`src/rtl/pc_unit.sv`:
```
`timescale 1ns/1ps

module pc_unit #(
    parameter logic [31:0] reset_pc = 32'd4
) (
    input  logic clk,
    input  logic rst,
    input  logic advance,
    input  logic branch,
    input  logic jump,
    input  logic [31:0] imm,
    input  logic [31:0] jump_target,
    output logic [31:0] pc
);

    // Address of the instruction after pc. A taken branch or jump rewrites
    // it while pc still points at the delay slot.
    logic [31:0] next_pc;

    always_ff @(posedge clk) begin
        if (rst) begin
            pc <= reset_pc;
            next_pc <= reset_pc + 32'd4;
        end else if (advance) begin
            pc <= next_pc; // Fetch done.
            next_pc <= next_pc + 32'd4;
        end else if (jump) begin
            next_pc <= jump_target;
        end else if (branch) begin
            next_pc <= pc + {imm[29:0], 2'b00}; // Offset is in words.
        end
    end

endmodule

```
`config.mk`:
```
export PLATFORM = sky130hd
export DESIGN_NAME = pc_unit
export DESIGN_NICKNAME = d
export VERILOG_FILES = /design/src/rtl/pc_unit.sv
export SDC_FILE = /design/constraint.sdc
export NUM_CORES = 1
export LEC_CHECK = 0
export BUFFER_PORTS_ARGS = -buffer_cell sky130_fd_sc_hd__buf_2
export CAP_MARGIN = 20
export CORE_ASPECT_RATIO = 0.6
export CORE_MARGIN = 2
export CORE_UTILIZATION = 30
export CTS_CLUSTER_DIAMETER = 100
export DETAILED_ROUTE_END_ITERATION = 10
export PLACE_DENSITY_LB_ADDON = 0.3
export SLEW_MARGIN = 0
export SYNTH_ARGS = -nofsm -noshare
export SYNTH_HDL_FRONTEND = slang
export SYNTH_SLANG_ARGS = --single-unit
export TNS_END_PERCENT = 50
```
`constraint.sdc`:
```
create_clock -name clk -period 2.8 [get_ports clk]
set_input_delay 0.42 -clock clk [delete_from_list [all_inputs] [get_ports clk]]
set_output_delay 0.42 -clock clk [all_outputs]
set_load 0.02 [all_outputs]
```
==> flow_summary.ini <==
[timing]
min_period_over_period_pct = 94.9
tightest_slew_ns = 0.555
hold_viol_final = 0
finalWorstSetupSlack_ns = 0.143
drv_slew = 0
setup_viol = 0
min_period_ns = 2.66
skew_ns = 0.0108
fmax_mhz = 376
max_slew_margin_pct = 63.0

[yosys]
synth_nets = 736
synth_cell_types = 66
yosysTopAreaCellShare_pct = 25.9
synth_area_per_cell_sq_um = 7.79
ys_ff_latch = 64
synth-seq-area-share_pct = 25.9
ys.warnings.count = 0
netlist_instances = 636
synth_ff_type = dfxtp_1
synth_edf_count = 0
synth.area.top_cells = dfxtp_1 26%, ha_1 7.6%, mux2i_1 6.3%
yosysTopAreaCell = dfxtp_1
syn_area_sq_mm = 0.00495
async_flop_share_pct = 0

[cts]
clockBufferDepth = 2
htree_levels = 3
tritoncts = built
cts.sinks = 64
cts_hold_buf = 0
clk_pin_slew_worst_paths_ns = 0.07
root_buffer = clkbuf_16
cts_buffers = 9
clkLatencyLatePin_ns = 0.34

[floorplanning]
fp.dieArea_sq_mm = 0.0176
die-height_microns = 104
num_rows = 36
core_sq_mm = 0.0162
initial_utilization_pct = 30.6
chipWidth_microns = 170
io_pins = 101

[outcome]
status = complete, no violations

[global_routing]
antenna_found_initial = 0
grt_usage_pct = 20.0
grt_pass1_wl_microns = 27300
grt_max_degree = 39
grt_remaining_overflow = 0
grt_pass1_vias = 4718

[finish]
syn_to_final_growth_pct = 23.8
final_cell_mix = 97 x buf_2, 82 x nor2_1, 64 x dfxtp_1
utilization_pct = 37.8
nets = 841
diodes = 0
layout_commonest_cell = buf_2
drive_gt1_share_pct = 21.4
fillers = 1728
layoutNonFillerInstCount = 955

[detailed_routing]
initialDrtViolationCount = 640
wl_per_cell_microns = 18.6
wirelength_microns = 17800
remaining_drc_errors = 0
dr.pass1.iters = 4
vias_per_cell = 5.51
ant_nets = 0
vias = 5262

[worst_hold_path]
min_path_type = primary input to flop

[place]
gp_congestion = 0.911
dp_hpwl_microns = 14000
placed_cells = 938
post-place-ws_ns = -0.158
port_buffers = 98

[flow_run]
cap_violations = 0

[critical_path]
crit_fanout = 3
worstSetupStartpointType = flop
critPathKind = flop to flop
cp_data_required_time_ns = 3.05
cp-end-kind = flop
crit_arrival_ns = 2.91

[power_and_ir_drop]
cellPowerDensity_mw_per_mm2 = 495
leakagePower_nw = 2.82
ir_worst_vdd_uv = 210
-- worst paths after layout --
kind	start	to	slack [ns]	cells past startpoint
max	pc[2]	next_pc[30]	0.14	10
max reg2reg	pc[2]	next_pc[30]	0.14	10
min reg2reg	pc[30]	pc[30]	0.49	2
min	jump_target[7]	next_pc[7]	0.34	3
-- area by class of cell --
class / count / area, sq um / area share, %
clock inverter: 7 / 103 / 1.67
timing repair buffer: 132 / 748 / 12.2
inverter: 9 / 33.8 / 0.551
tap: 209 / 262 / 4.26
sequential: 64 / 1280 / 20.9
clock buffer: 9 / 225 / 3.67
multi-input combinational: 525 / 3480 / 56.8
-- metal layers --
metal | global-route usage [%] | share of wire (%) | vias up
met5 | 0 | 0 | -
met4 | 2.87 | 0.56 | 0
met3 | 5.20 | 10 | 7
met2 | 24.3 | 35 | 227
met1 | 33.9 | 54 | 2450
li1 | - | - | 2578
-- worst max-delay path: stages (launching register included) --
cell and delay, ns:
dfxtp_1 0.31, ha_1 0.21, fa_2 0.35, a21o_1 0.21, a41oi_2 0.21, buf_4 0.15
a21oi_1 0.08, nor4bb_1 0.34, o21ai_1 0.19, o2111a_1 0.27, nor4_1 0.24
-- synthesized netlist by cell type, types with 13 or more instances --
cell type,count
clkbuf_1,22
xnor2_1,17
xor2_1,22
mux2i_1,31
nor2_1,82
a21o_1,18
nand2_1,52
ha_1,30
nand3_1,16
dfxtp_1,64
o21ai_0,34
a21oi_1,54
a211oi_1,15
nor3_1,13
-- flip-flops by register name (all words and copies together), names as in the netlist --
signal   count
next_pc     32
pc          32
-- per-stage QoR --
step                      setup TNS, ns  hold slack (ns)  cell area (sq um)  power, W
after floorplan                       0            0.465               4950   0.00149
after global placement           -0.377            0.483               5780   0.00175
after detailed placement         -0.490            0.488               5780   0.00175
after CTS                             0            0.346               6110   0.00304
after global routing            -0.0249            0.344               6130   0.00316
final                                 0            0.344               6130   0.00304
-- cell families after synthesis --
group | after synthesis | share of synthesized area (%)
DFF | 64 | 25.9
buffers and inverters | 47 | 4.24
AOI/OAI and AO/OA | 193 | 25.8
muxes | 31 | 6.26
xor gates and xnor gates | 39 | 6.89
adders and majority gates | 31 | 7.98
and+or+nand+nor | 231 | 23.0
-- report_power, final --
| part | switching [W] | leakage, nW | internal (W) |
|---|---|---|---|
| clock | 0.000494 | 0.157 | 0.000790 |
| combinational | 0.000407 | 2.13 | 0.000293 |
| sequential | 0.0000807 | 0.526 | 0.000972 |
| total | 0.000981 | 2.82 | 0.00205 |
-- what timing repair did --
| item | in CTS | in global routing |
|---|---|---|
| hold endpoints to repair | 0 | 0 |
| resized for setup | 0 | 3 |
| endpoints found under the setup margin | 0 | 4 |
| setup buffers | 0 | 1 |
Note: power is estimated with default switching activity, not from simulation.
