### config.mk
export PLATFORM = sky130hd
export DESIGN_NAME = reg_file
export DESIGN_NICKNAME = d
export VERILOG_FILES = /design/src/rtl/mips_isa_pkg.sv /design/src/rtl/reg_file.sv
export SDC_FILE = /design/constraint.sdc
export NUM_CORES = 2
export LEC_CHECK = 0
export BUFFER_PORTS_ARGS = -buffer_cell sky130_fd_sc_hd__buf_2
export CORE_MARGIN = 3
export CORE_UTILIZATION = 60
export CTS_CLUSTER_DIAMETER = 60
export DETAILED_ROUTE_END_ITERATION = 6
export GPL_ROUTABILITY_DRIVEN = 0
export PLACE_DENSITY_LB_ADDON = 0.08
export SLEW_MARGIN = 10
export SYNTH_ARGS = -nofsm -noshare
export SYNTH_HDL_FRONTEND = slang
export SYNTH_SLANG_ARGS = --single-unit
### constraint.sdc
create_clock -name clk -period 4.8 [get_ports clk]
set_input_delay 0.96 -clock clk [delete_from_list [all_inputs] [get_ports clk]]
set_output_delay 0.96 -clock clk [all_outputs]
set_load 0.05 [all_outputs]
### src/rtl/mips_isa_pkg.sv
package mips_isa_pkg;

    // Primary opcodes, instruction bits 31:26.
    localparam logic [5:0] op_special = 6'h00;
    localparam logic [5:0] op_beq     = 6'h04;
    localparam logic [5:0] op_bne     = 6'h05;
    localparam logic [5:0] op_blez    = 6'h06;
    localparam logic [5:0] op_bgtz    = 6'h07;
    localparam logic [5:0] op_addiu   = 6'h09;
    localparam logic [5:0] op_andi    = 6'h0c;
    localparam logic [5:0] op_ori     = 6'h0d;
    localparam logic [5:0] op_lui     = 6'h0f;
    localparam logic [5:0] op_lw      = 6'h23;
    localparam logic [5:0] op_sw      = 6'h2b;

    // Funct field of SPECIAL instructions.
    localparam logic [5:0] fn_jr   = 6'h08;
    localparam logic [5:0] fn_addu = 6'h21;
    localparam logic [5:0] fn_subu = 6'h23;
    localparam logic [5:0] fn_and  = 6'h24;
    localparam logic [5:0] fn_or   = 6'h25;
    localparam logic [5:0] fn_xor  = 6'h26;
    localparam logic [5:0] fn_sltu = 6'h2b;

    localparam logic [4:0] reg_v0 = 5'd2; // Result register.

    typedef enum logic [2:0] {
        alu_add,
        alu_sub,
        alu_and,
        alu_or,
        alu_xor,
        alu_sltu,
        alu_lui
    } alu_op_t;

endpackage
### src/rtl/reg_file.sv
`timescale 1ns/1ps

module reg_file (
    input  logic clk,
    input  logic rst,
    input  logic we,
    input  logic [4:0] waddr,
    input  logic [4:0] raddr_a,
    input  logic [4:0] raddr_b,
    input  logic [31:0] wdata,
    output logic [31:0] rdata_a,
    output logic [31:0] rdata_b,
    output logic [31:0] v0
);
    import mips_isa_pkg::*;

    logic [31:0] regs [32];

    always_ff @(posedge clk) begin
        if (rst) begin
            for (int i = 0; i < 32; i++) begin
                regs[i] <= '0;
            end
        end else if (we && (waddr != 5'd0)) begin
            regs[waddr] <= wdata; // Register zero is never written.
        end
    end

    assign rdata_a = (raddr_a == 5'd0) ? 32'd0 : regs[raddr_a];
    assign rdata_b = (raddr_b == 5'd0) ? 32'd0 : regs[raddr_b];
    assign v0 = regs[reg_v0];

endmodule

==> run metrics <==
Num CTS Buffers=108; Die Ht=306.2 um; CP required=3.84 ns; Initial Utilization=60.83%; M1 WL=61560 um; Root Buffer=clkbuf_16; Yosys warnings=0; Synth top cells by count=1024 x edfxtp_1, 995 x and2_1, 474 x mux4_2; Crit Path Max Fanout=17; Setup crit start kind=input port; initial antenna violation count=10; status=complete, no violations; total of max-cap violations=0; asr flop ratio synth=0%; Worst Tran Pin Value=1.221 ns; mean post-synth cell area=15.49 um^2; Distinct cells, synth=41; WP data arrival=3.76 ns; hold buffers post-CTS=0; Hold Path Class=in2reg; final-report max-slew violation count=0; CTS tree=built; crit-path cells=buf_2 > or3b_2 > o22ai_1 > a2111oi_0 > buf_4 > nor3_1 > buf_4 > buf_2; Final #Nets=3657; DIE AREA=93780 um^2; Post-DRT Antenna Nets=0; post-CTS resize count=0; CP Class=in2out; Clock Tree Buf Depth=3; die width=306.2 um; total power=22.07 mW; final setup TNS=0 ns; Pwr Density=364.0 nW/um^2; Hold Path Sink=regs[0][5]; number of synthesized register bits=1024; max frequency=0.2117 GHz; cell count after synthesis=3492; sequential share of the synthesized area=56.85%; Final Hold Vio Count=0; crit path capture type=primary output; Multi-input gate area=21900 um^2; share of the synthesized area in the top cell type=56.85%; I/O pin total=146; share of post-route cells with drive strength above 1=29.34%; Post-DP HPWL=109900 um; first-pass GRT wire length=253200 um; port bufs=145; area grow syn2layout=12.13%; max reg flops=1024; Largest Register=regs; First DRT Iteration DRCs=5689; routed wl met3=22140 um; hold path cells=1; final wirelength=177400 um; postcts setup bufs=0; Syn Std Cell Area=54090 um^2; DR pass1 iterations=6; crit share post-route=98.43%; H-tree depth=3; total gr overflow=0; Peak VDD IR=0.3555 mV; Synth area leaders=edfxtp_1 57%, mux4_2 20%, and2_1 12%; post-layout min period=4.724 ns; # rows=109; largest net degree at the start of global routing=58; CP peak stage delay=0.75 ns; leading registers by flop count=regs x1024; wire length on met2=82970 um; number of synthesized flops with an enable pin=1024; clock tree sinks=1024; vias in the first global route=36070; total track usage=38.02%; Slew headroom=18.62%; FF+latch area=30750 um^2; most frequent cell after synthesis=edfxtp_1; CP max-delay cell=or3b_2; Core Footprint=88920 um^2; # setup viols final=0; hold path start=rst; Leak=21.25 nW; Vias per Instance=7.231; Vias=35190; # DRC=0; WL/cell=36.46 um; ys flop type=edfxtp_1; dominant cell type by area after synthesis=edfxtp_1; Filler Cells Inserted=6018; RSZ-0062 raised after global routing=no; clk slew on worst S/H paths=0.06 ns; Highest Signal Layer=met5
-- how the worst max path moves through the flow --
stage	startpoint	to	slack [ns]	depth (start not counted)
4_1_cts	raddr_b[3]	rdata_b[26]	0.20	8
2_1_floorplan	raddr_a[1]	rdata_a[12]	0.20	9
5_1_grt	raddr_b[3]	rdata_b[4]	0.01	8
3_3_place_gp	raddr_b[0]	rdata_b[21]	0.24	9
3_5_place_dp	raddr_b[3]	rdata_b[26]	0.19	8
6_report	raddr_b[3]	rdata_b[4]	0.08	8
-- report_power, final --
group	total (mW)	internal, mW	switching (mW)	leakage (nW)
combinational	3.07	1.22	1.85	9.81
sequential	10.6	10.3	0.292	9.75
clock	8.38	4.81	3.57	1.70
-- metal layers --
| metal | GRT usage [%] | vias up |
|---|---|---|
| met1 | 50.48 | 18010 |
| met3 | 9.208 | 558 |
| met5 | 0 | - |
| met2 | 59.02 | 2824 |
| met4 | 20.29 | 4 |
| li1 | - | 13790 |
-- worst max-delay path, delay by kind of cell --
family	cells	cell delay (ns)
buffers and inverters	4	1.09
AO/OA/AOI/OAI	2	0.87
AND/OR/NAND/NOR	2	0.83
-- stage by stage --
step / instance area (um^2) / cells / hold slack, ns / worst slack, ns / util [%]
floorplan: 54200 / 3523 / 1.158 / 0.1993 / -
global placement: 57140 / 4662 / 1.327 / 0.2362 / 64.26
detailed placement: 57140 / 4662 / 1.335 / 0.1894 / 64.26
CTS: 60640 / 4863 / 0.5978 / 0.1978 / 68.20
global route: 60640 / 4864 / 0.6217 / 0.01032 / 68.20
finish: 60650 / 4866 / 0.6346 / 0.07554 / 68.20
-- layout by cell type, fill, tap and decap left out, types with 26 or more instances in the layout --
cell type	Yosys	layout
mux4_2	474	474
o221ai_1	26	26
conb_1	1	32
nor3_1	54	54
edfxtp_1	1024	1024
mux2i_1	151	151
mux2_2	31	31
o22ai_1	79	79
clkbuf_16	0	111
a22o_1	51	51
nor2_2	0	26
buf_2	56	124
buf_4	28	175
a2111oi_0	26	26
clkinv_1	0	30
buf_12	0	51
or2_2	33	33
a211oi_1	29	29
and2_1	995	994
-- layout make-up --
class | instances | share of cell area [%]
timing repair buffer | 355 | 4.984
clock buffer | 130 | 4.698
multi-input combinational | 2117 | 36.12
clock inverter | 71 | 1.075
inverter | 1 | 0.006189
tap | 1165 | 2.404
antenna | 3 | 0.01238
sequential | 1024 | 50.70
-- logic make-up after synthesis --
| logic type | count (synthesis) | share of synthesized area (%) |
|---|---|---|
| simple gates | 1172 | 13.26 |
| flops | 1024 | 56.85 |
| other cells | 1 | 0.006933 |
| mux | 656 | 23.18 |
| compound gates | 257 | 3.588 |
| buf+inv | 382 | 3.114 |
Power figures use the tool's default switching activity.
