--- src/rtl/mips_isa_pkg.sv ---
package mips_isa_pkg;

    // Primary opcodes, instruction bits 31:26.
    localparam logic [5:0] op_special = 6'h00;
    localparam logic [5:0] op_beq     = 6'h04;
    localparam logic [5:0] op_bne     = 6'h05;
    localparam logic [5:0] op_blez    = 6'h06;
    localparam logic [5:0] op_bgtz    = 6'h07;
    localparam logic [5:0] op_addiu   = 6'h09;
    localparam logic [5:0] op_andi    = 6'h0c;
    localparam logic [5:0] op_ori     = 6'h0d;
    localparam logic [5:0] op_lui     = 6'h0f;
    localparam logic [5:0] op_lw      = 6'h23;
    localparam logic [5:0] op_sw      = 6'h2b;

    // Funct field of SPECIAL instructions.
    localparam logic [5:0] fn_jr   = 6'h08;
    localparam logic [5:0] fn_addu = 6'h21;
    localparam logic [5:0] fn_subu = 6'h23;
    localparam logic [5:0] fn_and  = 6'h24;
    localparam logic [5:0] fn_or   = 6'h25;
    localparam logic [5:0] fn_xor  = 6'h26;
    localparam logic [5:0] fn_sltu = 6'h2b;

    localparam logic [4:0] reg_v0 = 5'd2; // Result register.

    typedef enum logic [2:0] {
        alu_add,
        alu_sub,
        alu_and,
        alu_or,
        alu_xor,
        alu_sltu,
        alu_lui
    } alu_op_t;

endpackage
--- src/rtl/alu.sv ---
`timescale 1ns/1ps

module alu (
    input  mips_isa_pkg::alu_op_t op,
    input  logic [31:0] a,
    input  logic [31:0] b,
    input  logic [5:0] branch_code,
    output logic [31:0] result,
    output logic branch_taken
);
    import mips_isa_pkg::*;

    always_comb begin
        case (op)
            alu_add:  result = a + b;
            alu_sub:  result = a - b;
            alu_and:  result = a & b;
            alu_or:   result = a | b;
            alu_xor:  result = a ^ b;
            alu_sltu: result = {31'd0, a < b}; // Unsigned compare.
            alu_lui:  result = {b[15:0], 16'h0000};
            default:  result = a + b;
        endcase
    end

    // BGTZ and BLEZ test rs against zero, signed.
    always_comb begin
        case (branch_code)
            op_beq:  branch_taken = a == b;
            op_bne:  branch_taken = a != b;
            op_bgtz: branch_taken = $signed(a) > 32'sd0;
            op_blez: branch_taken = $signed(a) <= 32'sd0;
            default: branch_taken = 1'b0;
        endcase
    end

endmodule

--- config.mk ---
export PLATFORM = sky130hd
export DESIGN_NAME = alu
export DESIGN_NICKNAME = d
export VERILOG_FILES = /design/src/rtl/mips_isa_pkg.sv /design/src/rtl/alu.sv
export SDC_FILE = /design/constraint.sdc
export NUM_CORES = 1
export LEC_CHECK = 0
export BUFFER_PORTS_ARGS = -buffer_cell sky130_fd_sc_hd__buf_2
export CAP_MARGIN = 30
export CORE_MARGIN = 4
export CORE_UTILIZATION = 60
export DETAILED_ROUTE_END_ITERATION = 10
export GPL_TIMING_DRIVEN = 0
export PLACE_DENSITY_LB_ADDON = 0.05
export SYNTH_ARGS = -nofsm -noshare
export SYNTH_HDL_FRONTEND = slang
export SYNTH_SLANG_ARGS = --single-unit
--- constraint.sdc ---
create_clock -name vclk -period 6.16
set_clock_uncertainty 0.2 [all_clocks]
set_input_delay 1.54 -clock vclk [all_inputs]
set_output_delay 1.54 -clock vclk [all_outputs]
set_load 0.005 [all_outputs]
==> results of run 1 <==
-- cells by family after synthesis --
group                    share of synthesized area [%]
buffers and inverters                             11.2
AO/OA/AOI/OAI                                     44.1
multiplexers                                      1.16
AND/OR/NAND/NOR                                   18.2
adder cells (fa/ha/maj)                           22.4
XOR/XNOR                                          2.97
-- routing by layer --
metal / global-route usage (%) / routed length (um)
met3: 8.21 / 3460
met2: 62.5 / 9920
met1: 53.5 / 9150
met4: 22.1 / 1920
met5: 0 / 0
-- final cells by class --
class | count | area share, %
tap | 111 | 2.02
inverter | 108 | 5.93
multi-input combinational | 723 | 78.5
buffer | 51 | 3.13
timing repair buffer | 126 | 10.5
-- repair_timing --
action / CTS / global route
buffers inserted: 11 / 10
endpoints found under the setup margin: 19 / 17
resized for setup: 38 / 86
pin swaps: 12 / 34
-- critical path: cells and delay by family --
family | cells | cell delay [ns]
buffers and inverters | 5 | 1.78
AO/OA/AOI/OAI | 3 | 0.72
AND/OR/NAND/NOR | 2 | 0.39
-- where the power goes --
part,total [mW],leakage [nW],internal (mW),switching (mW)
Clock,0,0,0,0
Combinational,0.730,3.22,0.281,0.449
Sequential,0,0,0,0
Total,0.730,3.22,0.281,0.449
-- per-stage QoR --
| stage | worst slack, ns | setup TNS, ns | instance area (um^2) | std cells | total power [mW] |
|---|---|---|---|---|---|
| 6_report | -0.0156 | -0.0160 | 6880 | 1119 | 0.730 |
| 2_1_floorplan | 0.356 | 0 | 5610 | 887 | 0.409 |
| 3_5_place_dp | -0.643 | -6.24 | 6270 | 1103 | 0.610 |
| 3_3_place_gp | -0.554 | -6.28 | 6270 | 1103 | 0.604 |
| 5_1_grt | -0.0519 | -0.151 | 6880 | 1119 | 0.778 |
| 4_1_cts | -0.0288 | -0.0574 | 6540 | 1113 | 0.650 |
-- layout by cell type, fill, tap and decap left out, drive strengths merged, types with 5 or more instances in the layout --
master,synthesis,final
nor2,74,74
o21a,9,9
ha,97,97
o211a,8,8
a221oi,15,15
nand3,16,16
inv,108,108
buf,13,136
xnor2,18,18
o211ai,14,14
a211oi,20,20
nor3,14,14
o21bai,12,12
o31ai,16,16
nand2,64,64
a31oi,7,7
a22oi,7,7
nor4,19,19
nand2b,9,9
nand4,6,6
a21o,12,12
clkbuf,43,41
a21oi,111,111
o21ai,87,87
a211o,5,5
nor2b,9,9
o22ai,9,9
-- final timing paths --
| path | end | depth (start not counted) | start | slack (ns) |
|---|---|---|---|---|
| worst min-delay path | branch_taken | 3 | branch_code[3] | 3.10 |
| worst max-delay path | result[20] | 10 | op[2] | -0.02 |
==> results.cfg, run 1 <==
[status]
status = complete, but fails checks
violations = setup timing

[drt]
post_drt_wl_per_cell_um = 21.9
routed_wl_um = 24500
via_per_inst = 6.89
initialDrtViolationCount = 1132
dr.pass1.iters = 8
drc = 0
drtAntennaViolNets = 0
vias = 7709

[layout]
multi_input_area_mm2 = 0.00540
seq_cells = 0
antennaDiodeCount = 0
register_area_um2 = 0
final_util_pct = 75.2
nets = 1182
areaGrowthSynthToFinish_pct = 22.7
clkbuf_count = 0
drive_gt1_share_pct = 21.8
nFillCells = 794

[timing]
fin_crit_sh_pct = 100
fin_crit_ns = 6.18
fin_ws_ns = -0.0156
holdWs_ns = 3.10
slew_violations = 0
hold_viol_final = 0
slew_headroom_pct = 33.1
fmaxAchievable_mhz = 162
rsz0062_at_grt = true
tightest_slew_ns = 1.00
setup_viol_count_final = 2

[grt]
grt_pass1_vias = 6852
antenna_found_initial = 0
grt_use_total_pct = 40.8
grt_pass1_wl_um = 36300
gr-total-overflow = 0
grt_max_degree = 11

[logic_synthesis]
synth_top_area_share_pct = 21.6
ys_seq_area_share_pct = 0
yosysTopAreaCell = ha_1
synth_common_cells = a21oi_1, inv_1, ha_1, o21ai_0, nor2_1
yosysMostFrequentCell = a21oi_1
avgSynthCellArea_um2 = 6.32
synthesis.area_mm2 = 0.00561
syn_inst = 887
yosysWarnings = 0
syn-num-nets = 1059
synth.area.top_cells = ha_1, a21oi_1, o21ai_0, inv_1, nor2_1
yosysUniqueCellTypes = 66

[power_and_ir_drop]
power.density_mw_per_mm2 = 106
leakagePower_nw = 3.22
ir_drop_v = 0.0000621

[critical_path]
worstPathArrival_ns = 4.44
crit_path_cell_trace = clkbuf_1 > inv_1 > nand2_1 > o21ai_0 > buf_1 > buf_2 > nand2_1 > a21oi_1 > a221oi_1 > buf_2
endpoint_kind = output pin
cp_max_fo = 10
slowest_stage = buf_1
cpPeakStageDelay_ns = 0.62
start_kind = input pin
crit_type = input pin to output pin
required_ns = 4.42

[place]
routabilityCongestion = 1.12
hpwl_um = 18700
io_buffers = 105

[hold_path]
hold_path.class = input pin to output pin

[die]
start_util_pct = 61.3
coreArea_mm2 = 0.00915
dieArea_mm2 = 0.0110
die_y_um = 105
io_pins = 106
rows = 35
die_w_um = 105

[cts]
holdBufCountCts = 0

[run]
drv_cap = 0
(Power assumes the default switching activity.)
==> run 2: changes to the inputs <==
--- a/config.mk
+++ b/config.mk
@@ -12,6 +12,7 @@
 export DETAILED_ROUTE_END_ITERATION = 10
 export GPL_TIMING_DRIVEN = 0
 export PLACE_DENSITY_LB_ADDON = 0.05
+export RECOVER_POWER = 50
 export SYNTH_ARGS = -nofsm -noshare
 export SYNTH_HDL_FRONTEND = slang
 export SYNTH_SLANG_ARGS = --single-unit
==> run 2 against run 1 <==
  * The flow still finishes with violations (setup timing)
  * Final cell count unchanged
  * Global-route usage unchanged
  * Cell area about the same
  * Die area unchanged
  * Sequential share of layout area unchanged
  * Power decreased by 0.12%
  * Combinational power about the same
  * Non-clock buffer count unchanged
  * Core utilization about the same
  * Sequential cell count unchanged
  * Worst hold slack about the same
  * Critical path type unchanged
  * Critical endpoint unchanged
  * Largest power group unchanged
==> results.cfg, run 2 (synthesis results as in run 1) <==
[power_and_ir_drop]
power.density_mw_per_mm2 = 106
leakagePower_nw = 3.22
ir_drop_v = 0.0000623

[grt]
grt_pass1_wl_um = 36300
grt_use_total_pct = 40.8
grt_max_degree = 11
antenna_found_initial = 0
grt_pass1_vias = 6852
gr-total-overflow = 0

[critical_path]
cp_max_fo = 10
worstPathArrival_ns = 4.47
required_ns = 4.42
start_kind = input pin
crit_type = input pin to output pin
endpoint_kind = output pin

[drt]
post_drt_wl_per_cell_um = 21.8
initialDrtViolationCount = 1136
via_per_inst = 6.90
routed_wl_um = 24400
dr.pass1.iters = 8
drc = 0
drtAntennaViolNets = 0
vias = 7722

[die]
start_util_pct = 61.3
coreArea_mm2 = 0.00915
rows = 35
dieArea_mm2 = 0.0110
die_y_um = 105
io_pins = 106
die_w_um = 105

[layout]
drive_gt1_share_pct = 21.6
antennaDiodeCount = 0
clkbuf_count = 0
final_cell_mix = a21oi_1, inv_1, buf_2, ha_1, o21ai_0
seq_cells = 0
nFillCells = 795
register_area_um2 = 0
areaGrowthSynthToFinish_pct = 22.7
nets = 1182
mostFrequentLayoutCell = a21oi_1

[status]
status = complete, but fails checks
violations = setup timing

[timing]
fin_crit_sh_pct = 101
fmaxAchievable_mhz = 161
holdWs_ns = 3.10
fin_ws_ns = -0.0465
fin_crit_ns = 6.21
setup_viol_count_final = 5
rsz0062_at_grt = true
slew_headroom_pct = 38.4
hold_viol_final = 0
setup_tns_ns = -0.108
tightest_slew_ns = 0.921
slew_violations = 0

[place]
routabilityCongestion = 1.12
hpwl_um = 18700
io_buffers = 105

[hold_path]
hold_path.class = input pin to output pin

[cts]
holdBufCountCts = 0

[run]
drv_cap = 0
[run 2: changes by cell type in the layout (fill, tap and decap cells not counted), sizes merged]
cell / change
clkbuf: +3
buf: -3
[run 2: final timing paths]
kind	startpoint	to	slack (ns)	depth (start not counted)
worst max-delay path	op[2]	result[20]	-0.05	10
worst min-delay path	branch_code[3]	branch_taken	3.10	3
[run 2: final cells by class]
| class | count | area, um^2 | area share (%) |
|---|---|---|---|
| Buffer | 51 | 215 | 3.13 |
| Inverter | 108 | 408 | 5.93 |
| Multi-Input combinational cell | 723 | 5400 | 78.5 |
| Tap cell | 111 | 139 | 2.02 |
| Timing Repair Buffer | 126 | 718 | 10.4 |
[run 2: repair_timing]
action / CTS / global route
setup buffers: 11 / 10
gates resized for setup: 38 / 86
pin swaps: 12 / 34
endpoints found under the setup margin: 19 / 17
[run 2: worst max-delay path, cell delays in order]
cell	delay, ns
clkbuf_1	0.23
inv_1	0.34
nand2_1	0.29
o21ai_0	0.51
buf_1	0.62
buf_2	0.44
nand2_1	0.10
a21oi_1	0.15
a221oi_1	0.07
buf_2	0.18
[run 2: per-stage QoR]
stage	utilization [%]	power, mW	setup WS, ns	instance area [um^2]	std cells
after global placement	68.5	0.604	-0.554	6270	1103
after CTS	71.5	0.650	-0.0288	6540	1113
after detailed placement	68.5	0.610	-0.643	6270	1103
after global routing	75.2	0.777	-0.0519	6880	1119
final	75.2	0.729	-0.0465	6880	1119
after floorplan	-	0.409	0.356	5610	887
[run 2: metal layers]
metal | track usage (%) | part of all wire, %
met5 | 0 | 0
met4 | 22.1 | 7.4
met3 | 8.21 | 15
met2 | 62.5 | 41
met1 | 53.5 | 37
[run 2: power by group]
part	switching, mW	internal, mW	leakage (nW)
combinational	0.448	0.280	3.22
sequential	0	0	0
clock	0	0	0
total	0.448	0.280	3.22
