File: config.mk
export PLATFORM = sky130hd
export DESIGN_NAME = cpu_control
export DESIGN_NICKNAME = d
export VERILOG_FILES = /design/src/rtl/avalon_pkg.sv /design/src/rtl/mips_isa_pkg.sv /design/src/rtl/cpu_control.sv
export SDC_FILE = /design/constraint.sdc
export NUM_CORES = 1
export LEC_CHECK = 0
export ABC_CLOCK_PERIOD_IN_PS = 13000
export BUFFER_PORTS_ARGS = -buffer_cell sky130_fd_sc_hd__buf_2
export CORE_AREA = 2 2 127 129
export DETAILED_ROUTE_END_ITERATION = 10
export DIE_AREA = 0 0 129 131
export GPL_TIMING_DRIVEN = 0
export HOLD_SLACK_MARGIN = 0.12
export MAX_ROUTING_LAYER = met4
export PLACE_DENSITY = 0.54
export SLEW_MARGIN = 40
export SYNTH_ARGS = -nofsm -noshare
export SYNTH_HDL_FRONTEND = slang
export SYNTH_SLANG_ARGS = --single-unit
File: constraint.sdc
create_clock -name clk -period 13 [get_ports clk]
set_input_delay 0.65 -clock clk [delete_from_list [all_inputs] [get_ports clk]]
set_output_delay 0.65 -clock clk [all_outputs]
set_load 0.005 [all_outputs]
File: src/rtl/avalon_pkg.sv
package avalon_pkg;

    // Word width of the memory-mapped bus.
    localparam int unsigned data_width = 32;

    // Only whole-word transfers are issued.
    localparam logic [3:0] be_full = 4'b1111;

    // Read latency of the RAM slave when not overridden.
    localparam int unsigned default_wait_states = 1;

endpackage

File: src/rtl/mips_isa_pkg.sv
package mips_isa_pkg;

    // Primary opcodes, instruction bits 31:26.
    localparam logic [5:0] op_special = 6'h00;
    localparam logic [5:0] op_beq     = 6'h04;
    localparam logic [5:0] op_bne     = 6'h05;
    localparam logic [5:0] op_blez    = 6'h06;
    localparam logic [5:0] op_bgtz    = 6'h07;
    localparam logic [5:0] op_addiu   = 6'h09;
    localparam logic [5:0] op_andi    = 6'h0c;
    localparam logic [5:0] op_ori     = 6'h0d;
    localparam logic [5:0] op_lui     = 6'h0f;
    localparam logic [5:0] op_lw      = 6'h23;
    localparam logic [5:0] op_sw      = 6'h2b;

    // Funct field of SPECIAL instructions.
    localparam logic [5:0] fn_jr   = 6'h08;
    localparam logic [5:0] fn_addu = 6'h21;
    localparam logic [5:0] fn_subu = 6'h23;
    localparam logic [5:0] fn_and  = 6'h24;
    localparam logic [5:0] fn_or   = 6'h25;
    localparam logic [5:0] fn_xor  = 6'h26;
    localparam logic [5:0] fn_sltu = 6'h2b;

    localparam logic [4:0] reg_v0 = 5'd2; // Result register.

    typedef enum logic [2:0] {
        alu_add,
        alu_sub,
        alu_and,
        alu_or,
        alu_xor,
        alu_sltu,
        alu_lui
    } alu_op_t;

endpackage
File: src/rtl/cpu_control.sv
`timescale 1ns/1ps

module cpu_control #(
    parameter logic [31:0] reset_pc = 32'd4
) (
    input  logic clk,
    input  logic rst,
    input  logic [31:0] pc,
    input  logic [31:0] alu_result,
    input  logic branch_taken,
    input  logic [31:0] rs_data,
    input  logic [31:0] rt_data,
    input  logic [avalon_pkg::data_width-1:0] readdata,
    input  logic waitrequest,
    output logic [31:0] address,
    output logic read,
    output logic write,
    output logic [avalon_pkg::data_width-1:0] writedata,
    output logic [3:0] byteenable,
    output logic active,
    output logic pc_advance,
    output logic pc_branch,
    output logic pc_jump,
    output logic [4:0] rs_addr,
    output logic [4:0] rt_addr,
    output logic [4:0] rd_addr,
    output logic reg_we,
    output logic [31:0] reg_wdata,
    output mips_isa_pkg::alu_op_t alu_op,
    output logic alu_b_imm,
    output logic [31:0] imm,
    output logic [5:0] branch_code
);
    import mips_isa_pkg::*;
    import avalon_pkg::*;

    typedef enum logic [2:0] {
        st_start, st_fetch, st_decode, st_execute, st_memory, st_writeback, st_idle
    } state_t;

    state_t state;
    state_t retire_state;
    logic [31:0] ir;
    logic [31:0] mdr; // Load data.
    logic halt_armed;
    logic [5:0] opcode;
    logic [5:0] funct;
    logic is_load;
    logic is_store;
    logic is_branch;
    logic is_jr;
    logic writes_reg;

    assign opcode = ir[31:26];
    assign funct = ir[5:0];
    assign rs_addr = ir[25:21];
    assign rt_addr = ir[20:16];
    assign branch_code = opcode;

    assign is_load = opcode == op_lw;
    assign is_store = opcode == op_sw;
    assign is_branch = opcode inside {op_beq, op_bne, op_bgtz, op_blez};
    assign is_jr = (opcode == op_special) && (funct == fn_jr);

    always_comb begin
        alu_op = alu_add;
        alu_b_imm = 1'b1;
        writes_reg = 1'b0;
        rd_addr = ir[20:16];
        imm = {{16{ir[15]}}, ir[15:0]};
        case (opcode)
            op_special: begin
                alu_b_imm = 1'b0;
                rd_addr = ir[15:11];
                writes_reg = 1'b1;
                case (funct)
                    fn_addu: alu_op = alu_add;
                    fn_subu: alu_op = alu_sub;
                    fn_and:  alu_op = alu_and;
                    fn_or:   alu_op = alu_or;
                    fn_xor:  alu_op = alu_xor;
                    fn_sltu: alu_op = alu_sltu;
                    default: writes_reg = 1'b0; // JR, NOP and unknown codes.
                endcase
            end
            op_addiu: writes_reg = 1'b1;
            op_andi: begin
                alu_op = alu_and;
                imm = {16'h0000, ir[15:0]}; // Logic immediates are zero extended.
                writes_reg = 1'b1;
            end
            op_ori: begin
                alu_op = alu_or;
                imm = {16'h0000, ir[15:0]};
                writes_reg = 1'b1;
            end
            op_lui: begin
                alu_op = alu_lui;
                writes_reg = 1'b1;
            end
            op_lw: writes_reg = 1'b1;
            op_beq, op_bne, op_bgtz, op_blez: alu_b_imm = 1'b0;
            default: ;
        endcase
    end

    // Bus master.
    assign read = (state == st_fetch) || ((state == st_memory) && is_load);
    assign write = (state == st_memory) && is_store;
    assign address = (state == st_memory) ? alu_result : pc;
    assign writedata = rt_data;
    assign byteenable = be_full;

    assign active = (state != st_start) && (state != st_idle);
    assign pc_advance = (state == st_fetch) && !waitrequest;
    assign pc_branch = (state == st_execute) && is_branch && branch_taken;
    assign pc_jump = (state == st_execute) && is_jr;
    assign reg_we = state == st_writeback;
    assign reg_wdata = is_load ? mdr : alu_result;

    // The delay slot after a halting JR is the last instruction.
    assign retire_state = halt_armed ? st_idle : st_fetch;

    always_ff @(posedge clk) begin
        if (rst) begin
            state <= st_start;
            halt_armed <= 1'b0;
        end else begin
            case (state)
                st_start: state <= st_fetch;
                st_fetch: begin
                    if (!waitrequest) begin
                        state <= st_decode;
                    end
                end
                st_decode: state <= st_execute;
                st_execute: begin
                    if (is_jr && (rs_data == 32'd0)) begin
                        halt_armed <= 1'b1;
                    end
                    if (is_load || is_store) begin
                        state <= st_memory;
                    end else if (writes_reg) begin
                        state <= st_writeback;
                    end else begin
                        state <= retire_state;
                    end
                end
                st_memory: begin
                    if (!waitrequest) begin
                        state <= is_load ? st_writeback : retire_state;
                    end
                end
                st_writeback: state <= retire_state;
                default: state <= st_idle; // Halted until the next reset.
            endcase
        end
    end

    always_ff @(posedge clk) begin
        if ((state == st_fetch) && !waitrequest) begin
            ir <= readdata;
        end
        if ((state == st_memory) && is_load && !waitrequest) begin
            mdr <= readdata;
        end
    end

endmodule

==> results of run 1 <==
power by group through the flow:
stage          clock [uW]  sequential [uW]  combinational (uW)
2_1_floorplan           0              259                40.5
3_3_place_gp            0              260                97.4
3_5_place_dp            0              259                 101
4_1_cts               248              255                 102
5_1_grt               256              256                 110
6_report              239              255                 100
worst max-delay path, cell delays in order (launching register included):
cell	delay, ps
edfxtp_1	490
nor4_1	520
nand2_1	390
nor3_1	410
buf_2	190
layout by cell type (no fill, tap or decap), types with 2 or more instances in the layout:
cell,Yosys,routed
nand2_1,10,10
a21oi_1,8,8
nor3_1,5,4
edfxtp_1,64,64
and3_1,4,4
nand2b_1,3,3
buf_6,3,3
clkbuf_16,0,9
o22ai_1,2,2
nor4_1,10,10
conb_1,1,4
dfxtp_1,4,4
mux2i_1,2,2
clkbuf_1,2,4
and2_1,2,2
nor2b_1,3,2
inv_1,5,5
o21ai_0,2,2
buf_2,4,300
clkinv_2,0,3
nor2_1,9,9
mux2_2,70,70
buf_4,52,58
nand4_1,3,3
area by class of cell:
class | count | area [um2]
Buffer | 61 | 451.7
Clock buffer | 11 | 232.7
Clock inverter | 5 | 52.55
Fill cell | 1563 | 9751
Inverter | 5 | 18.77
Multi-Input combinational cell | 155 | 1292
Sequential cell | 68 | 2002
Tap cell | 216 | 270.3
Timing Repair Buffer | 302 | 1526
cells by family after synthesis:
logic type | synth area share, %
simple gates | 8.562
buf+inv | 12.58
compound gates | 3.412
flops | 53.51
other cells | 0.1002
mux | 21.61
xor+xnor | 0.2342
routing by layer:
layer	share of wire (%)	vias up	track usage (%)	wire, um
met3	7.0	18	3.339	972
met4	1.5	0	6.010	208
met1	38	1644	16.90	5335
met2	53	202	29.13	7368
met5	0	-	-	0
li1	-	1648	-	-
flip-flops by register name, summed over array words and instances, names as in the netlist:
| register | flops |
|---|---|
| halt_armed | 1 |
| ir | 32 |
| mdr | 32 |
| state | 3 |
worst max path at each step:
stage	startpoint	endpoint	slack (ps)	depth (start not counted)
after floorplan	ir[30]	mdr[0]	8850	5
final	ir[28]	pc_jump	10000	4
after global routing	ir[28]	pc_jump	9770	4
after detailed placement	state[2]	mdr[6]	10190	8
after global placement	state[2]	mdr[3]	6510	6
after CTS	ir[28]	pc_jump	9930	4
stage by stage:
step,utilization (%),hold slack [ps]
2_1_floorplan,-,494.8
4_1_cts,37.49,480.1
3_3_place_gp,35.13,531.3
6_report,37.49,500.9
5_1_grt,37.49,488.9
3_5_place_dp,35.66,535.0
==> reports/qor.yml, run 1 <==
fin_tns_setup_ps: 0
placed_cell_area_mm2: 0.005562
fp.dieW_um: 129
stdcell_area_mm2: 0.005847
max_freq_mhz: 333.7
cp_max_fo: 7
layout_setup_ws_ps: 10000
io_pins: 328
cts_resized: 0
hold_viol: 0
cts_sinks: 68
drive_gt1_share_pct: 73.97
comb_power_share_pct: 16.9
clkLatencyLatePin_ps: 340
yosys_warnings: 0
r2r_end: "mdr[21]"
holdPathStages: 1
grt_pass1_vias: 3495
cts_htree_levels: 3
clockRootBuffer: "clkbuf_16"
clockBufferDepth: 2
track_usage_pct: 15.91
wl_per_cell_um: 16.87
async_flop_share_pct: 0
synth.avg_cell_area_um2: 13.08
synth_largest_area_cell: "edfxtp_1"
p_int_uw: 453.9
viasPerCell: 4.267
synthTopCellsByCount: "70 x mux2_2, 64 x edfxtp_1, 52 x buf_4"
synth_edf_count: 64
drv_slew: 0
finalPower_uw: 594.1
clkTransAtPathRegs_ps: 60
power_switching_share_pct: 23.59
p_clk_share_pct: 40.2
whs_endpoint: "ir[15]"
hold_start: "readdata[15]"
grt_overflow_total: 0
finalWeightedCongestion: 0.8270
holdCritPathClass: "in2reg"
start_util_pct: 23.99
vdd_ir_drop_max_mv: 0.04854
worstPathArrival_ps: 2350
tightest_slew_ps: 624.9
setup_viol: 0
timing.final.crit_period_ps: 2996
critical_path_class: "reg2out"
antenna_cells: 0
syn_area_mm2: 0.003741
power_density_mw_per_mm2: 101.6
hpwl_um: 11540
synth.most_common_cell: "mux2_2"
rsz0062_at_grt: "false"
antenna_found_initial: 0
crit_path_start_kind: "flip-flop"
drtIter0Drc: 150
switchingPower_uw: 140.2
synthTopCellsByArea: "edfxtp_1 51%, mux2_2 21%, buf_4 10%"
drcViolationCount: 0
crit_path_end_kind: "output pin"
cts_hold_buf: 0
grt_max_degree: 17
status: "finished, final reports clean"
dieArea_mm2: 0.01690
fin_cells: 823
io_buffers: 291
p_leak_uw: 0.002729
netlist.area_leader.share_pct: 51.37
area_growth_pct: 56.29
drtPass1Iterations: 4
cts_setup_buffers: 0
rows: 46
slew_headroom_pct: 58.15
maxCapViolations: 0
seq_area_frac_synth_pct: 53.51
ant_nets: 0
r2r_slack_ps: 10260
place_ws_ps: 10190
synthDistinctLibCells: 40
post-route-period-util_pct: 23.05
nets: 766
dieHeight_um: 131
grt_pass1_wl_um: 18850
place_inst: 807
synth_flop_cell: "edfxtp_1"
numCtsBuffers: 9
design.core.area_mm2: 0.01560
routed_wl_um: 13890
synth-seq-cells: 68
p_seq_share_pct: 42.9
r2r_start: "state[2]"
r2r_cells: 8
required_ps: 12350
via_count: 3512
synth_cells: 286
cts_tree: "yes"
skew_ps: 8.229
No activity file was read; power rests on OpenSTA's default activity.
==> run 2: changes to the inputs <==
- ABC_AREA: not set -> 1
- ABC_CLOCK_PERIOD_IN_PS: 13000 -> 2510
- CORE_AREA: 2 2 127 129 -> 2 2 128 130
- DIE_AREA: 0 0 129 131 -> 0 0 130 132
- PLACE_DENSITY: 0.54 -> 0.56
- clock period: 13 -> 2.51 ns (I/O delays scaled with it)
==> run 2 against run 1 <==
Core utilization is 2.4 points higher. Clock skew is 4.0 ps lower. Critical path depth grew 5. Largest power group unchanged. Via count is 17% higher. Total power grew to 5.3 times the previous value.
==> reports/qor.yml, run 2 <==
status: "finished, final reports clean"  # unchanged
nets: 933  # was 766
drv_slew: 0  # unchanged
r2r_cells: 7  # was 8
cp_max_fo: 10  # was 7
area_growth_pct: 63.98  # was 56.29%
clkLatencyLatePin_ps: 340  # about the same
clockBufferDepth: 2  # unchanged
fin_tns_setup_ps: 0  # unchanged
hold_viol: 0  # unchanged
synthTopCellsByArea: "edfxtp_1 50%, nand2_1 11%, buf_4 10%"  # was edfxtp_1 51%, mux2_2 21%, buf_4 10%
rows: 46  # unchanged
hold_slack_ps: 151.3  # was 500.9 ps
p_seq_share_pct: 41.7  # was 42.9%
grt_pass1_vias: 3982  # was 3495
start_util_pct: 24.32  # was 23.99%
switchingPower_uw: 786.7  # was 140.2 uW
synth_flop_cell: "edfxtp_1"  # unchanged
mostFrequentLayoutCell: "buf_2"  # unchanged
vdd_ir_drop_max_mv: 0.3181  # was 0.04854 mV
antenna_found_initial: 0  # unchanged
fin_cells: 990  # was 823
path_depth: 9  # was 4
io_pins: 328  # unchanged
finalWeightedCongestion: 0.7875  # was 0.8270
ant_nets: 0  # unchanged
grt_max_degree: 18  # was 17
setup_viol: 0  # unchanged
seq_area_frac_synth_pct: 52.39  # was 53.51%
place_inst: 941  # was 807
skew_ps: 4.222  # was 8.229 ps
synth.avg_cell_area_um2: 8.928  # was 13.08 um2
rsz0062_at_grt: "false"  # unchanged
io_buffers: 291  # unchanged
cp.buffers_inverters: 4  # was 1
timing.final.crit_period_ps: 2140
slew_headroom_pct: 59.93  # was 58.15%
power_density_mw_per_mm2: 503.5  # was 101.6 mW/mm2
tightest_slew_ps: 599.6  # was 624.9 ps
holdCritPathClass: "in2reg"  # unchanged
critical_path_class: "reg2out"  # unchanged
synthTopCellsByCount: "109 x nand2_1, 64 x edfxtp_1, 51 x buf_4"  # was 70 x mux2_2, 64 x edfxtp_1, 52 x buf_4
track_usage_pct: 17.98  # was 15.91%
cp_top_family: "buffers and inverters"  # was simple AND/OR/NAND/NOR gates
routed_wl_um: 15530  # was 13890 um
async_flop_share_pct: 0  # unchanged
max_freq_mhz: 467.2
syn_area_mm2: 0.003821  # was 0.003741 mm2
synthDistinctLibCells: 31  # was 40
antenna_cells: 0  # unchanged
cts_sinks: 68  # unchanged
comb_power_share_pct: 18.6  # was 16.9%
synth_largest_area_cell: "edfxtp_1"  # unchanged
cts_tree: "yes"  # unchanged
numCtsBuffers: 9  # unchanged
power_switching_share_pct: 24.93  # was 23.59%
wl_per_cell_um: 15.68  # was 16.87 um
r2r_start: "state[2]"  # unchanged
crit_path_start_kind: "flip-flop"  # unchanged
synth_edf_count: 64  # unchanged
drive_gt1_share_pct: 51.03  # was 73.97%
r2r_slack_ps: 520  # was 10260 ps
netlist.area_leader.share_pct: 50.29  # was 51.37%
finalPower_uw: 3155  # was 594.1 uW
clkTransAtPathRegs_ps: 60  # about the same
max_stage_delay_ps: 450  # was 520 ps
final_util_pct: 39.88  # was 37.49%
design.core.area_mm2: 0.01571  # was 0.01560 mm2
synth_cells: 428  # was 286
post-route-period-util_pct: 85.28
drtPass1Iterations: 4  # unchanged
crit_end: "reg_wdata[12]"  # was pc_jump
p_clk_share_pct: 39.6  # was 40.2%
r2r_end: "mdr[9]"  # was mdr[21]
synth.most_common_cell: "nand2_1"  # was mux2_2
layout_common_cells: "302 x buf_2, 109 x nand2_1, 64 x edfxtp_1"  # was 300 x buf_2, 70 x mux2_2, 64 x edfxtp_1
p_int_uw: 2368  # was 453.9 uW
fp.dieW_um: 130  # was 129 um
critical_path.slowest_cell: "edfxtp_1"  # was nor4_1
worstPathArrival_ps: 2010  # was 2350 ps
via_count: 4116  # was 3512
maxCapViolations: 0  # unchanged
synth-seq-cells: 68  # unchanged
cts_resized: 0  # unchanged
grt_overflow_total: 0  # unchanged
clockRootBuffer: "clkbuf_16"  # unchanged
crit_path_end_kind: "output pin"  # unchanged
hpwl_um: 12680  # was 11540 um
dieHeight_um: 132  # was 131 um
critPathLaunch: "ir[30]"  # was ir[28]
drcViolationCount: 0  # unchanged
required_ps: 2380  # was 12350 ps
viasPerCell: 4.158  # was 4.267
grt_pass1_wl_um: 21950  # was 18850 um
drtIter0Drc: 209  # was 150
dieArea_mm2: 0.01716  # was 0.01690 mm2
largest_registers: "ir x32, mdr x32, state x3"  # unchanged
cts_htree_levels: 3  # unchanged
yosys_warnings: 0  # unchanged
path_cells: "inv_2, nand2_1, nor2_4, nand2_4, inv_2, buf_2, nand2_1, o21ai_0, buf_2"  # was nor4_1, nand2_1, nor3_1, buf_2
p_leak_uw: 0.003140  # was 0.002729 uW
## run 2: cell types whose count changed after synthesis, sizes merged, moves of 4 or more
cell   previous run  this run
inv               5        57
nand3             1        14
nor2              9        22
nand2            10       110
a21oi             8         4
mux2             70         0
o21ai             2        66
## run 2: repair_timing
item,4_1_cts,5_1_grt
endpoints found under the hold margin,68,0
hold buffers,33,0
setup buffers,0,0
## run 2: worst min-delay path, stage by stage
cell     delay, ps
buf_2          150
nand2_1        110
a21oi_2         60
## run 2: worst min-delay path by stage
stage / start / to / cells after the start / slack (ps)
2_1_floorplan: rst / state[0] / 1 / 190
3_3_place_gp: readdata[7] / ir[7] / 1 / 310
3_5_place_dp: readdata[5] / ir[5] / 1 / 320
4_1_cts: waitrequest / state[0] / 3 / 130
5_1_grt: waitrequest / state[0] / 3 / 170
6_report: waitrequest / state[0] / 3 / 150
## run 2: per-layer routing
metal | share of wire [%] | GRT usage, %
met2 | 53 | 33.25
met5 | 0 | -
met1 | 38 | 19.07
met4 | 1.6 | 5.137
met3 | 6.9 | 3.653
## run 2: metrics by stage
step | cell area (um2) | setup slack (ps)
after floorplan | 3837 | 416.0
after global placement | 5564 | -430.1
after detailed placement | 5644 | 495.9
after CTS | 6266 | 311.2
after global routing | 6266 | 196.9
final | 6266 | 369.6
## run 2: area by class of cell
cell class                 count  area [um2]
sequential                    68        2002
timing repair buffer         327        1857
clock buffer                   9       225.2
multi-input combinational    243        1186
buffer                        63       442.9
tap                          216       270.3
fill                        1627        9447
inverter                      57       216.5
clock inverter                 7       66.31
## run 2: logic make-up after synthesis
family,Yosys count,synth area share (%)
AO/OA/AOI/OAI,75,10.48
buffers and inverters,120,17.26
other,1,0.09814
AND/OR/NAND/NOR,164,19.78
flip-flops,68,52.39
## run 2: power by group through the flow
stage          clock, uW  sequential, uW  combinational [uW]
2_1_floorplan          0            1340                 222
3_3_place_gp           0            1340                 531
3_5_place_dp           0            1340                 551
4_1_cts             1290            1320                 595
5_1_grt             1340            1320                 645
6_report            1250            1320                 588
==> run 3: changes to the inputs <==
- RECOVER_POWER: not set -> 25
==> run 3 against run 2 <==
Via count about the same. Hold slack lost 0.73 ps. First-iteration DRC count down 0.96%. Clock-buffer cell count unchanged. Cell area decreased by 1.0%. Critical path depth is the same. Clock power hardly changed.
==> reports/qor.yml, run 3 (synthesis gave the netlist of run 2 again) <==
cts_sinks: 68  # unchanged
finalPower_uw: 3144  # was 3155 uW
cp_max_fo: 10  # unchanged
maxCapViolations: 0  # unchanged
clkTransAtPathRegs_ps: 60  # about the same
io_pins: 328  # unchanged
mostFrequentLayoutCell: "buf_2"  # unchanged
n_fill_cell: 1649  # was 1627
p_leak_uw: 0.003028  # was 0.003140 uW
max_freq_mhz: 467.3  # was 467.2 MHz
area_growth_pct: 62.34  # was 63.98%
rows: 46  # unchanged
hold_viol: 0  # unchanged
rsz0062_at_grt: "false"  # unchanged
io_buffers: 291  # unchanged
cts_resized: 0  # unchanged
crit_path_end_kind: "output pin"  # unchanged
worstPathArrival_ps: 2010  # about the same
finalWeightedCongestion: 0.7875  # unchanged
power_density_mw_per_mm2: 506.8  # was 503.5 mW/mm2
setup_viol: 0  # unchanged
status: "finished, final reports clean"  # unchanged
nets: 933  # unchanged
tightest_slew_ps: 598.5  # was 599.6 ps
cts_hold_buf: 33  # unchanged
antenna_found_initial: 0  # unchanged
layout_setup_ws_ps: 369.9  # was 369.6 ps
grt_pass1_vias: 3982  # unchanged
cts_htree_levels: 3  # unchanged
clockBufferDepth: 2  # unchanged
timing.final.crit_period_ps: 2140  # about the same
vdd_ir_drop_max_mv: 0.3179  # was 0.3181 mV
drive_gt1_share_pct: 46.12  # was 51.03%
final_util_pct: 39.48  # was 39.88%
ant_nets: 0  # unchanged
holdCritPathClass: "in2reg"  # unchanged
drtIter0Drc: 207  # was 209
place_ws_ps: 495.9  # unchanged
routed_wl_um: 15410  # was 15530 um
skew_ps: 5.077  # was 4.222 ps
drcViolationCount: 0  # unchanged
required_ps: 2380  # about the same
stdcell_area_mm2: 0.006203  # was 0.006266 mm2
critical_path_class: "reg2out"  # unchanged
cts_tree: "yes"  # unchanged
largest_registers: "ir x32, mdr x32, state x3"  # unchanged
grt_pass1_wl_um: 21950  # unchanged
design.core.area_mm2: 0.01571  # unchanged
start_util_pct: 24.32  # unchanged
clkLatencyLatePin_ps: 340  # about the same
cts_setup_buffers: 0  # unchanged
clockRootBuffer: "clkbuf_16"  # unchanged
slew_headroom_pct: 60.00  # was 59.93%
dieArea_mm2: 0.01716  # unchanged
hold_slack_ps: 150.6  # was 151.3 ps
via_count: 4112  # was 4116
antenna_cells: 0  # unchanged
fp.dieW_um: 130  # unchanged
drtPass1Iterations: 4  # unchanged
dieHeight_um: 132  # unchanged
grt_max_degree: 18  # unchanged
viasPerCell: 4.154  # was 4.158
grt_overflow_total: 0  # unchanged
layout_common_cells: "270 x buf_2, 109 x nand2_1, 64 x edfxtp_1"  # was 302 x buf_2, 109 x nand2_1, 64 x edfxtp_1
numCtsBuffers: 9  # unchanged
crit_path_start_kind: "flip-flop"  # unchanged
hpwl_um: 12680  # unchanged
post-route-period-util_pct: 85.26  # was 85.28%
track_usage_pct: 17.98  # unchanged
drv_slew: 0  # unchanged
wl_per_cell_um: 15.56  # was 15.68 um
placed_cell_area_mm2: 0.005644  # unchanged
r2r_slack_ps: 530  # was 520 ps
[run 3: through the flow]
step                      setup TNS, ps  instances
final                                 0        990
after global routing                  0        990
after CTS                             0        990
after detailed placement              0        941
after global placement           -22320        938
after floorplan                       0        431
[run 3: power breakdown]
part / switching, uW / leakage (uW) / internal [uW]
logic: 271 / 0.00228 / 305
registers: 27.9 / 0.000615 / 1290
clock network: 488 / 0.000137 / 763
total: 787 / 0.00303 / 2360
[run 3: worst max-delay path: stages, from the launching register on]
cell and delay [ps]:
edfxtp_1 450, inv_2 70, nand2_1 80, nor2_4 150, nand2_4 90, inv_2 170, buf_2 270, nand2_1 90
o21ai_0 140, buf_2 180
[run 3: layout make-up]
| type | instances | area (um2) | share of cell area (%) |
|---|---|---|---|
| clock buffer | 9 | 225.2 | 3.630 |
| tap | 216 | 270.3 | 4.357 |
| timing repair buffer | 327 | 1817 | 29.29 |
| buffer | 63 | 420.4 | 6.777 |
| multi-input combinational | 243 | 1186 | 19.12 |
| inverter | 57 | 216.5 | 3.489 |
| sequential | 68 | 2002 | 32.27 |
| clock inverter | 7 | 66.31 | 1.069 |
[run 3: per-layer routing]
metal / part of all wire [%] / global-route usage [%] / vias to the layer above / routed length (um)
met5: 0 / - / - / 0
met4: 1.6 / 5.137 / 0 / 248
met3: 7.1 / 3.653 / 12 / 1087
met2: 53 / 33.25 / 215 / 8204
met1: 38 / 19.07 / 1833 / 5869
li1: - / - / 2052 / -
[run 3: final timing paths]
check                           depth (start not counted)        start             to
worst max register to register                          7     state[2]         mdr[9]
worst max-delay path                                    9       ir[30]  reg_wdata[12]
worst min register to register                          2   halt_armed     halt_armed
worst min-delay path                                    3  waitrequest       state[0]
